File: src/hw/ooo_pkg.sv
`default_nettype none

package ooo_pkg;

    // data and pc width
    localparam int xlen = 32;

    // parallel execution slots
    localparam int n_stations = 4;
    localparam int sta_w = 2;

    // reorder buffer size
    // tag_w has to cover rob_depth exactly, so tags wrap for free
    localparam int rob_depth = 8;
    localparam int tag_w = 3;

    // iterative multiplier
    // 4 cycles, one byte of the multiplier per cycle
    localparam int mul_steps = 4;
    localparam int mul_bits = xlen / mul_steps;
    localparam int mul_cnt_w = $clog2(mul_steps);

    // decoded operation codes
    // op_jal writes pc + 4 and jumps to a + b
    // op_halt writes nothing, end of program marker
    typedef enum logic [2:0] {
        op_add  = 3'd0,
        op_sub  = 3'd1,
        op_xor  = 3'd2,
        op_slt  = 3'd3,
        op_mul  = 3'd4,
        op_jal  = 3'd5,
        op_halt = 3'd6
    } op_t;

endpackage

`default_nettype wire

File: src/hw/dispatch.sv
`default_nettype none

module dispatch import ooo_pkg::*; (
    input  logic                  itf,
    input  logic                  rst,
    // issue port, valid/ready
    input  logic                  issue_valid,
    input  op_t                   issue_op,
    input  logic [xlen-1:0]       issue_a,
    input  logic [xlen-1:0]       issue_b,
    input  logic [xlen-1:0]       issue_pc,
    input  logic [4:0]            issue_rd,
    output logic                  issue_ready,
    // station status and rob status
    input  logic [n_stations-1:0] busy,
    input  logic                  full,
    // shared station operand bus
    output logic [n_stations-1:0] start,
    output op_t                   st_op,
    output logic [xlen-1:0]       st_a,
    output logic [xlen-1:0]       st_b,
    output logic [xlen-1:0]       st_pc,
    output logic [tag_w-1:0]      st_tag,
    // rob allocation
    output logic                  alloc,
    output logic [tag_w-1:0]      alloc_tag,
    output logic [xlen-1:0]       alloc_pc,
    output logic [4:0]            alloc_rd,
    output op_t                   alloc_op
);

    logic [n_stations-1:0] free;
    logic [sta_w-1:0]      pick;
    logic                  any_free;
    logic                  accept;
    logic [tag_w-1:0]      tail;

    // station with a start in flight does not show busy yet
    assign free = ~busy & ~start;

    // lowest free index wins
    always_comb begin
        pick = '0;
        any_free = 1'b0;
        for (int i = n_stations - 1; i >= 0; i--) begin
            if (free[i]) begin
                pick = sta_w'(i);
                any_free = 1'b1;
            end
        end
    end

    // full already accounts for the alloc being sent this cycle
    assign issue_ready = !full && any_free;
    assign accept = issue_valid && issue_ready;

    // strobes and tag counter
    always_ff @(posedge itf) begin
        if (rst) begin
            start <= '0;
            alloc <= 1'b0;
            tail <= '0;
        end else begin
            start <= accept ? (n_stations'(1) << pick) : '0;
            alloc <= accept;
            // tag_w bits wrap at rob_depth
            if (accept) begin
                tail <= tail + 1'b1;
            end
        end
    end

    // operand bus, valid only with a start bit
    always_ff @(posedge itf) begin
        if (accept) begin
            st_op <= issue_op;
            st_a <= issue_a;
            st_b <= issue_b;
            st_pc <= issue_pc;
            st_tag <= tail;
            alloc_rd <= issue_rd;
        end
    end

    // rob entry shares pc, op and tag with the station bus
    assign alloc_tag = st_tag;
    assign alloc_pc = st_pc;
    assign alloc_op = st_op;

    // at most one station kicked per cycle, and never one that is still working
    assert property (@(posedge itf) disable iff (rst)
        $onehot0(start) && !(|(start & busy)))
        else $error("dispatch: start not one-hot or sent to a busy station");

endmodule

`default_nettype wire

File: config.mk
export PLATFORM = sky130hd
export DESIGN_NAME = dispatch
export DESIGN_NICKNAME = d
export VERILOG_FILES = /design/src/hw/ooo_pkg.sv /design/src/hw/dispatch.sv
export SDC_FILE = /design/constraint.sdc
export NUM_CORES = 1
export LEC_CHECK = 0
export ABC_CLOCK_PERIOD_IN_PS = 4059
export BUFFER_PORTS_ARGS = -buffer_cell sky130_fd_sc_hd__buf_2
export CAP_MARGIN = 20
export CORE_MARGIN = 4
export CORE_UTILIZATION = 37
export DETAILED_ROUTE_END_ITERATION = 16
export GPL_ROUTABILITY_DRIVEN = 0
export PLACE_DENSITY = 0.72
export SYNTH_ARGS = -nofsm -noshare
export SYNTH_HDL_FRONTEND = slang
export SYNTH_SLANG_ARGS = --single-unit
File: constraint.sdc
create_clock -name itf -period 4.06 [get_ports itf]
set_input_delay 0.203 -clock itf [delete_from_list [all_inputs] [get_ports itf]]
set_output_delay 0.203 -clock itf [all_outputs]
set_load 0.1 [all_outputs]
==> key figures, run 1 <==
Outcome
  – Outcome: finished clean

Die
  – Die height: 110.0 um
  – # IOs: 263
  – Die area: 12100 sq um
  – Core Rows: 36
  – Core Box Area: between 9000 and 10000 sq um
  – Initial core utilization: 38.69%
  – Die Wd: 110.0 um

Synth
  – Syn_nets: 294
  – Synth Flop Type: edfxtp_1
  – Syn avg cell area: ~21 sq um
  – Syn Inst Count: 181
  – Simple-Gate Fraction of Synth Area: 2.372%
  – Synth area leader: edfxtp_1
  – EDFF count, synth: 107
  – Count leader, synth: edfxtp_1
  – Post-synthesis compound-gate area fraction: 1.365%
  – Main combinational cell family by area after synthesis: buffers and inverters
  – Post-Synth XOR/XNOR Area: 0%
  – Top post-synthesis cells by count: edfxtp_1, buf_4, dfxtp_1
  – Post-synth top area share: between 80% and 90%
  – Sequential share of the synthesized area: 87.59%
  – Post-Synth Adder-Cell Area: less than 1%
  – Async SR Flop Fraction: 0%
  – Mapped Area: 3851 sq um
  – Yosys warnings: 0
  – Top post-synthesis cells by area: edfxtp_1, buf_4, dfxtp_1
  – Mux cell area share after synthesis: less than 1%
  – Cell variety after synth: 20
  – #FFs+latches synth: between 100 and 150

Power
  – Worst vdd ir: 0.4004 mV
  – Leak Pwr: 2.912 nW
  – Power Density: 510.3 nW/um^2

Layout
  – Final net count: roughly 650
  – Synth-to-Final Area Change: 74.66%
  – Fill cells: 685
  – Layout cell share with drive strength beyond 1: between 50% and 60%

Setup path
  – Critical path origin: busy[1]
  – Setup slack, reg-to-reg: 1.91 ns
  – Reg-to-Reg End: alloc_pc[8]
  – CP Launch Type: input pin
  – Critical Path RT: about 4.2 ns
  – WP data arrival: 2.39 ns
  – WS Path Type: in -> reg
  – Critical path fanouts, max: 26
  – CP Capture Type: flop
  – R2R cell count: 3
  – Worst r2r src: start[0]

Worst hold path
  – Hold endpoint: start[3]
  – WHS Path Cells: 4
  – Hold Crit Class: in -> reg
  – Hold_sp: full

STA
  – RSZ-0062 raised after global routing: false
  – Slew margin rel.: 38.64%
  – Setup_tns: 0 ns
  – Peak Freq: 0.4507 GHz
  – Final hold vios: 0
  – Worst hold slack: 0.06487 ns
  – Tcrit/Tclk final: a little over half
  – Final Setup Violations: 0
  – Max-slew violation count: 0
  – Clock skew: ~0.0097 ns
  – Minimum clock period after layout: 2.219 ns
  – Worst slew pin tran: 0.9183 ns

Clock network
  – Post-CTS Setup Bufs: 0
  – CTS Root Cell: clkbuf_8
  – Post-CTS Resized: 0
  – Clk buf depth: 2
  – CTS tree: done
  – H-Tree Level Count: 4
  – CTS sink count: 115
  – Worst-path clk slew: 0.06 ns
  – TritonCTS buffer count: 17
  – Cts hold-fix bufs: approximately 110
  – Clock Latency Late Sink: 0.49 ns

Detailed routing
  – Routed wire length per instance: 16.98 um
  – Vias: 2919
  – Vias per Instance: 4.280
  – Starting DRT DRC Count: 119
  – Post-DRT Antenna Nets: 0
  – # DRC: 0
  – Drt first pass iters: 4
  – Drt total wl: 11580 um

Placed design
  – IO buf count: about 260
  – Hpwl dp: 7582 um

Global route
  – Global route overflow: 0
  – GRT Util Overall: 17.96%
  – Initial antenna violation count: 0
  – Vias in the first global route: 3096
  – First-pass GRT wire length: 15840 um
  – Largest net degree at the start of global routing: 57

Run
  – Max_cap viols: 0
==> area by class of cell <==
type	instances	area, sq um	area share [%]
Clock inverter	15	142.6	2.121
Antenna cell	1	2.502	0.03720
Clock buffer	17	414.1	6.157
Multi-Input combinational cell	27	196.4	2.920
Timing Repair Buffer	373	2427	36.09
Sequential cell	115	3373	50.15
Inverter	1	3.754	0.05580
Tap cell	133	166.4	2.474
==> layer usage <==
layer | track usage [%] | vias to the layer above | routed length [um]
li1 | - | 1357 | -
met1 | 16.31 | 1383 | 3707
met2 | 34.23 | 154 | 6478
met3 | 7.280 | 25 | 1127
met4 | 8.192 | 0 | 264
met5 | 0 | - | 0
==> cells by family (layout without fill, tap and decap cells) <==
kind of cell	count (synthesis)	count (layout)
compound gates	6	6
fa+ha+maj	1	1
mux	3	3
buf+inv	39	406
simple gates	17	17
other cells	0	1
flops	115	115
==> cell usage in the layout, fill, tap and decap left out, types with 2 or more instances in the layout <==
cell	n
clkinv_1	2
nor2_1	5
o22a_1	2
bufinv_16	2
clkinv_2	4
nor3_1	3
nand2b_1	3
clkbuf_16	16
clkinv_4	2
dlygate4sd3_1	108
buf_4	2
nor2b_1	2
edfxtp_1	107
dfxtp_1	8
clkinvlp_4	5
mux2_1	2
buf_2	262
==> where the power goes <==
group / switching (mW) / internal (mW)
registers: 0.0176 / 1.36
logic: 0.536 / 0.152
clock network: 0.508 / 0.863
total: 1.06 / 2.37
==> stage by stage <==
stage               total power, mW  cell area [sq um]  setup WS (ns)  instances  utilization, %
floorplan                     1.895               3859         0.6140        181               -
global placement              1.994               5086          1.973        541           51.09
detailed placement            2.001               5086          1.934        541           51.09
CTS                           3.458               6724          1.901        681           67.55
global route                  3.544               6724          1.758        681           67.55
finish                        3.433               6726          1.841        682           67.57
==> sequential cells by signal (all words and copies together) (netlist names), 3 cells and up <==
name,cells
st_b,32
alloc_op,3
alloc_pc,32
st_a,32
alloc_tag,3
alloc_rd,5
tail,3
start,4
==> worst max-delay path, cell delays in order <==
cell and delay, ns:
dlygate4sd3_1 0.56, buf_2 0.15, o22a_1 0.27, a21oi_4 0.75, buf_4 0.43
==> worst max-delay path by stage <==
stage	cells past startpoint	to	slack (ns)
after global placement	4	st_b[15]	1.97
after CTS	5	alloc_pc[20]	1.90
after detailed placement	4	st_b[15]	1.93
final	5	alloc_pc[8]	1.84
after floorplan	3	tail[0]	0.61
after global routing	5	alloc_pc[20]	1.76
Power figures use the tool's default switching activity.
==> run 2, diff against run 1 <==
==> config.mk (replaced) <==
export PLATFORM = sky130hd
export DESIGN_NAME = dispatch
export DESIGN_NICKNAME = d
export VERILOG_FILES = /design/src/hw/ooo_pkg.sv /design/src/hw/dispatch.sv
export SDC_FILE = /design/constraint.sdc
export NUM_CORES = 1
export LEC_CHECK = 0
export ABC_CLOCK_PERIOD_IN_PS = 2300
export BUFFER_PORTS_ARGS = -buffer_cell sky130_fd_sc_hd__buf_2
export CAP_MARGIN = 20
export CORE_MARGIN = 4
export CORE_UTILIZATION = 41
export DETAILED_ROUTE_END_ITERATION = 16
export GPL_ROUTABILITY_DRIVEN = 0
export PLACE_DENSITY = 0.75
export SYNTH_ARGS = -nofsm -noshare
export SYNTH_HDL_FRONTEND = slang
export SYNTH_SLANG_ARGS = --single-unit
==> constraint.sdc (replaced) <==
create_clock -name itf -period 2.3 [get_ports itf]
set_input_delay 0.115 -clock itf [delete_from_list [all_inputs] [get_ports itf]]
set_output_delay 0.115 -clock itf [all_outputs]
set_load 0.1 [all_outputs]
==> key figures, run 2 <==
Outcome
  – Outcome: stopped before the end
  – Failing step: clock tree synthesis
  – Err: [ERROR RSZ-0060] Max buffer count reached.

Synth
  – Yosys warnings: 0
  – Main combinational cell family by area after synthesis: buffers and inverters
  – EDFF count, synth: 107
  – Top post-synthesis cells by count: edfxtp_1, buf_4, dfxtp_1
  – Synth Flop Type: edfxtp_1
  – Simple-Gate Fraction of Synth Area: 2.372%
  – Syn_nets: 294
  – Syn Inst Count: 181
  – Syn avg cell area: roughly 21 sq um
  – Mux cell area share after synthesis: 0.8447%
  – Post-synthesis compound-gate area fraction: 1.365%
  – Post-synth top area share: 83.43%
  – Count leader, synth: edfxtp_1
  – Mapped Area: 3851 sq um
  – Cell variety after synth: 20
  – Post-Synth Adder-Cell Area: less than 1%
  – Async SR Flop Fraction: 0%
  – Sequential share of the synthesized area: 87.59%
  – Top post-synthesis cells by area: edfxtp_1, buf_4, dfxtp_1
  – Post-Synth XOR/XNOR Area: 0%
  – #FFs+latches synth: approximately 120
  – Synth area leader: edfxtp_1

Clock network
  – Post-CTS Resized: 0
  – Cts hold-fix bufs: 112
  – CTS Root Cell: clkbuf_8
  – H-Tree Level Count: 4
  – CTS sink count: 115
  – TritonCTS buffer count: 17
  – Post-CTS Setup Bufs: 0
  – Clk buf depth: 2

Die
  – Core Rows: 35
  – Initial core utilization: a little over two fifths
  – Die height: ~100 um
  – Die Wd: 104.9 um
  – # IOs: 263

Placed design
  – Hpwl dp: 7199 um
  – IO buf count: 262
==> run 2: cell counts after synthesis <==
Identical to the previous run, type by type.
==> run 2: kinds of logic after synthesis <==
group,after synthesis
adders and majority gates,1
and+or+nand+nor,17
AOI/OAI and AO/OA,6
DFF,115
muxes,3
buffers and inverters,39
==> run 2: per-stage QoR <==
step           hold WS (ns)  instance area (sq um)  setup WS, ns  std cells  TNS [ns]
2_1_floorplan        0.1835                   3874       -0.7979        181    -78.92
3_3_place_gp         0.2873                   5079        0.5990        518         0
3_5_place_dp         0.2931                   5079        0.5439        518         0
==> run 3, diff against run 2 <==
--- a/config.mk
+++ b/config.mk
@@ -9,10 +9,10 @@
 export BUFFER_PORTS_ARGS = -buffer_cell sky130_fd_sc_hd__buf_2
 export CAP_MARGIN = 20
 export CORE_MARGIN = 4
-export CORE_UTILIZATION = 41
+export CORE_UTILIZATION = 38
 export DETAILED_ROUTE_END_ITERATION = 16
 export GPL_ROUTABILITY_DRIVEN = 0
-export PLACE_DENSITY = 0.75
+export PLACE_DENSITY_LB_ADDON = 0.15
 export SYNTH_ARGS = -nofsm -noshare
 export SYNTH_HDL_FRONTEND = slang
 export SYNTH_SLANG_ARGS = --single-unit
==> key figures, run 3 (synthesized netlist as in run 1, its figures left out) <==
STA
  – Final Setup Violations: 0
  – Clock skew: 0.007588 ns
  – Minimum clock period after layout: between 1.5 and 2 ns
  – Slew margin rel.: 64.65%
  – RSZ-0062 raised after global routing: false
  – Setup ws final: 0.3649 ns
  – Max-slew violation count: 0
  – Worst hold slack: 0.1534 ns
  – Tcrit/Tclk final: 84.13%
  – Worst slew pin tran: 0.5291 ns
  – Final hold vios: 0
  – Peak Freq: roughly 0.52 GHz

Setup path
  – WS Path Type: reg -> out
  – WP data arrival: 1.82 ns
  – Setup slack, reg-to-reg: 0.53 ns
  – CP Capture Type: output pin
  – CP top delay family: buffers and inverters
  – R2R cell count: 3
  – Critical path fanouts, max: 4
  – Buf/Inv on CP: 1
  – Slowest stage delay, CP: 0.42 ns
  – CP Launch Type: flop
  – Worst path slowest cell: buf_2
  – Critical Path RT: 2.18 ns
  – CP Depth: 4
  – Critical-path cell list: o22a_1 > and2_1 > nor2_1 > buf_2

Global route
  – Met2 usage: approximately 35%
  – GR Util met3: 6.809%
  – Met1 usage: 17.39%
  – Vias in the first global route: 3047
  – First-pass GRT wire length: around 16000 um
  – GRT Util Overall: a little under a fifth
  – Global route overflow: 0
  – Largest net degree at the start of global routing: 48
  – Gr busiest metal: met2
  – Initial antenna violation count: 0

Power
  – Power Density: 931.9 nW/um^2
  – Leak Pwr: 3.009 nW
  – Worst vdd ir: about 0.49 mV

Clock network
  – Worst-path clk slew: around 0.060 ns
  – H-Tree Level Count: 4
  – TritonCTS buffer count: 17
  – CTS sink count: 115
  – Clock Latency Late Sink: 0.49 ns
  – CTS Root Cell: clkbuf_8
  – CTS tree: done
  – Clk buf depth: 2

Placed design
  – Cell total after placement: 542
  – IO buf count: 262
  – Post-placement cell area: ~5100 sq um
  – Place WS: about 0.51 ns
  – Hpwl dp: 7495 um

Layout
  – Register Area: 3388 sq um
  – Diodes inserted: 0
  – Most frequent cells in the layout: buf_2, dlygate4sd3_1, edfxtp_1
  – Post-route design area: 6887 sq um
  – Synth-to-Final Area Change: 78.82%
  – Area of the multi-input gates: 196.4 sq um
  – Commonest non-fill, non-tap cell in the layout: buf_2
  – Final net count: between 600 and 700
  – Fin cells: 687
  – Fill cells: 678
  – Layout cell share with drive strength beyond 1: between 50% and 60%
  – Final core occ: a little over two thirds

Detailed routing
  – Routed wire length per instance: 16.02 um
  – Drt first pass iters: 4
  – Vias: 2877
  – Drt total wl: 11010 um
  – # DRC: 0
  – Vias per Instance: roughly 4.2
  – Post-DRT Antenna Nets: 0
  – Starting DRT DRC Count: between 100 and 150

Die
  – Core Rows: 36
  – Core Box Area: 9819 sq um
  – Die Wd: 108.7 um
  – Die area: 11810 sq um
  – Die height: 108.7 um
  – Initial core utilization: approximately two fifths
  – # IOs: 263

Outcome
  – Outcome: finished clean

Run
  – Max_cap viols: 0

Worst hold path
  – WHS Path Cells: 4
  – Hold Crit Class: in -> reg
run 3: worst paths after layout:
| kind | end | from |
|---|---|---|
| min reg2reg | alloc_tag[1] | tail[1] |
| max reg2reg | st_a[29] | start[0] |
| min | alloc | issue_valid |
| max | issue_ready | start[1] |
run 3: report_power, final:
| group | switching [mW] | internal, mW |
|---|---|---|
| registers | 0.0284 | 2.39 |
| clock network | 0.824 | 1.96 |
| logic | 0.943 | 0.275 |
| total | 1.80 | 4.62 |
run 3: worst min-delay path, cell delays in order:
cell and delay [ns]:
buf_2 0.10, nand2b_1 0.15, or2_1 0.17, nor2_1 0.06
run 3: metal layers:
layer / part of all wire (%) / wire, um / up-vias
met5: 0 / 0 / -
met4: 2.2 / 238 / 0
met3: 8.8 / 973 / 17
met2: 57 / 6220 / 146
met1: 32 / 3574 / 1347
li1: - / - / 1367
run 3: final cells by class:
type	instances	area share, %
timing repair buffer	379	36.26
clock buffer	19	6.123
tap	133	2.416
inverter	1	0.05451
sequential	115	49.20
clock inverter	13	3.089
multi-input combinational	27	2.852
run 3: timing repair:
item | CTS | global route
endpoints found under the hold margin | 112 | 0
buffers inserted | 0 | 0
gates resized for setup | 0 | 0
hold buffers | 113 | 0
run 3: stage by stage:
step	setup TNS, ns	power, mW
final	0	6.418
after global routing	0	6.656
after CTS	0	6.476
after detailed placement	0	3.528
after global placement	0	3.523
after floorplan	-78.92	3.341
==> run 4, diff against run 3 <==
--- a/config.mk
+++ b/config.mk
@@ -5,7 +5,7 @@
 export SDC_FILE = /design/constraint.sdc
 export NUM_CORES = 1
 export LEC_CHECK = 0
-export ABC_CLOCK_PERIOD_IN_PS = 2300
+export ABC_CLOCK_PERIOD_IN_PS = 1950
 export BUFFER_PORTS_ARGS = -buffer_cell sky130_fd_sc_hd__buf_2
 export CAP_MARGIN = 20
 export CORE_MARGIN = 4
==> constraint.sdc (replaced) <==
create_clock -name itf -period 1.95 [get_ports itf]
set_input_delay 0.0975 -clock itf [delete_from_list [all_inputs] [get_ports itf]]
set_output_delay 0.0975 -clock itf [all_outputs]
set_load 0.1 [all_outputs]
==> key figures, run 4 (synthesized netlist as in run 1, its figures left out) <==
Global route
  – First-pass GRT wire length: 15760 um
  – Largest net degree at the start of global routing: 58
  – Global route overflow: 0
  – Vias in the first global route: 3095
  – Initial antenna violation count: 0
  – GRT Util Overall: 18.16%

Clock network
  – H-Tree Level Count: 4
  – TritonCTS buffer count: 17
  – CTS tree: done
  – CTS sink count: 115
  – Clk buf depth: 2
  – CTS Root Cell: clkbuf_8
  – Post-CTS Setup Bufs: 0
  – Clock Latency Late Sink: roughly 0.48 ns
  – Worst-path clk slew: 0.06 ns

Detailed routing
  – Drt total wl: approximately 11000 um
  – Starting DRT DRC Count: 80
  – Post-DRT Antenna Nets: 0
  – Drt first pass iters: 4
  – Vias: 2894
  – Routed wire length per instance: 16.02 um
  – # DRC: 0
  – Vias per Instance: 4.231

STA
  – Clock skew: between 0.006 and 0.007 ns
  – Minimum clock period after layout: 1.822 ns
  – Tcrit/Tclk final: between 90 and 100%
  – RSZ-0062 raised after global routing: false
  – Peak Freq: between 0.5 and 0.6 GHz
  – Final hold vios: 0
  – Final Setup Violations: 0
  – Worst slew pin tran: 0.5191 ns
  – Max-slew violation count: 0
  – Slew margin rel.: 65.63%

Power
  – Leak Pwr: 2.944 nW
  – Worst vdd ir: 0.6331 mV
  – Power Density: 1042 nW/um^2

Placed design
  – Cell total after placement: 540
  – IO buf count: 262
  – Hpwl dp: 7103 um

Layout
  – Layout cell share with drive strength beyond 1: 54.08%
  – Commonest non-fill, non-tap cell in the layout: buf_2
  – Synth-to-Final Area Change: 76.02%
  – Most frequent cells in the layout: buf_2, dlygate4sd3_1, edfxtp_1
  – Area of the multi-input gates: 198.9 sq um
  – Fill cells: 702
  – Diodes inserted: 0
  – Fin cells: 684
  – Final core occ: 69.04%
  – Final net count: 652
  – Register Area: 3388 sq um

Setup path
  – Critical-path cell list: o22a_1 > and2_1 > nor2_2 > clkbuf_4
  – Slowest stage delay, CP: 0.35 ns
  – WS Path Type: reg -> out
  – WP data arrival: 1.72 ns
  – Critical path fanouts, max: 4
  – Worst path slowest cell: dfxtp_4
  – Critical Path RT: between 1.5 and 2 ns
  – CP Capture Type: output pin
  – CP Launch Type: flop

Run
  – Max_cap viols: 0

Die
  – Core Rows: 36
  – Die Wd: between 100 and 150 um
  – # IOs: 263
  – Die area: 11810 sq um
  – Die height: 108.7 um
  – Initial core utilization: 39.22%
  – Core Box Area: 9819 sq um

Outcome
  – Outcome: finished clean

Worst hold path
  – Hold Crit Class: in -> reg
[run 4: changes by cell type in the layout (fill, tap and decap cells not counted)]
cell,previous run,this run
buf_2,262,261
buf_4,2,0
bufinv_16,6,2
clkbuf_1,2,1
clkbuf_4,0,1
clkinv_1,2,3
clkinvlp_4,0,3
nor2_1,5,4
nor2_2,0,1
[run 4: metrics by stage]
step | setup TNS (ns) | hold slack, ns | worst slack (ns) | power, mW | area (sq um)
after floorplan | -117.07 | 0.1660 | -1.148 | 3.941 | 3876
after global placement | 0 | 0.2735 | 0.3311 | 4.148 | 5109
after detailed placement | 0 | 0.2756 | 0.3222 | 4.154 | 5109
after CTS | 0 | 0.1043 | 0.03712 | 7.136 | 6777
after global routing | 0 | 0.1271 | 0.04789 | 7.316 | 6779
final | 0 | 0.1334 | 0.1284 | 7.067 | 6779
[run 4: where the power goes]
part           internal [mW]  total (mW)  leakage (nW)  switching (mW)
clock network           1.78        2.78         0.259           0.999
logic                  0.322        1.43          1.62            1.11
registers               2.82        2.85          1.07          0.0353
total                   4.92        7.07          2.94            2.15
[run 4: worst max-delay path: cells and delay by family (launching register included)]
kind	cells	cell delay [ns]
and+or+nand+nor	2	0.29
DFF	1	0.35
buffers and inverters	1	0.34
AOI/OAI and AO/OA	1	0.25
[run 4: per-layer routing]
metal | GRT usage (%) | part of all wire, %
met5 | 0 | 0
met1 | 17.77 | 33
met4 | 6.312 | 1.7
met3 | 6.690 | 8.1
met2 | 34.73 | 57
[run 4: worst paths after layout]
check | from | to | slack, ns | cells past startpoint
max | start[1] | issue_ready | 0.13 | 4
min | issue_valid | alloc | 0.13 | 4
max reg2reg | start[0] | tail[0] | 0.32 | 4
min reg2reg | tail[2] | alloc_tag[2] | 0.46 | 0
[run 4: layout make-up]
type                       count  share of cell area [%]
tap                          133                   2.455
inverter                       1                 0.05537
clock inverter                13                   1.753
clock buffer                  18                   6.165
timing repair buffer         377                   36.66
sequential                   115                   49.98
multi-input combinational     27                   2.935
[run 4: what timing repair did]
action | in CTS | in global routing
setup endpoints to repair | 0 | 1
hold buffers | 113 | 0
endpoints found under the hold margin | 112 | 0
resized for setup | 0 | 1
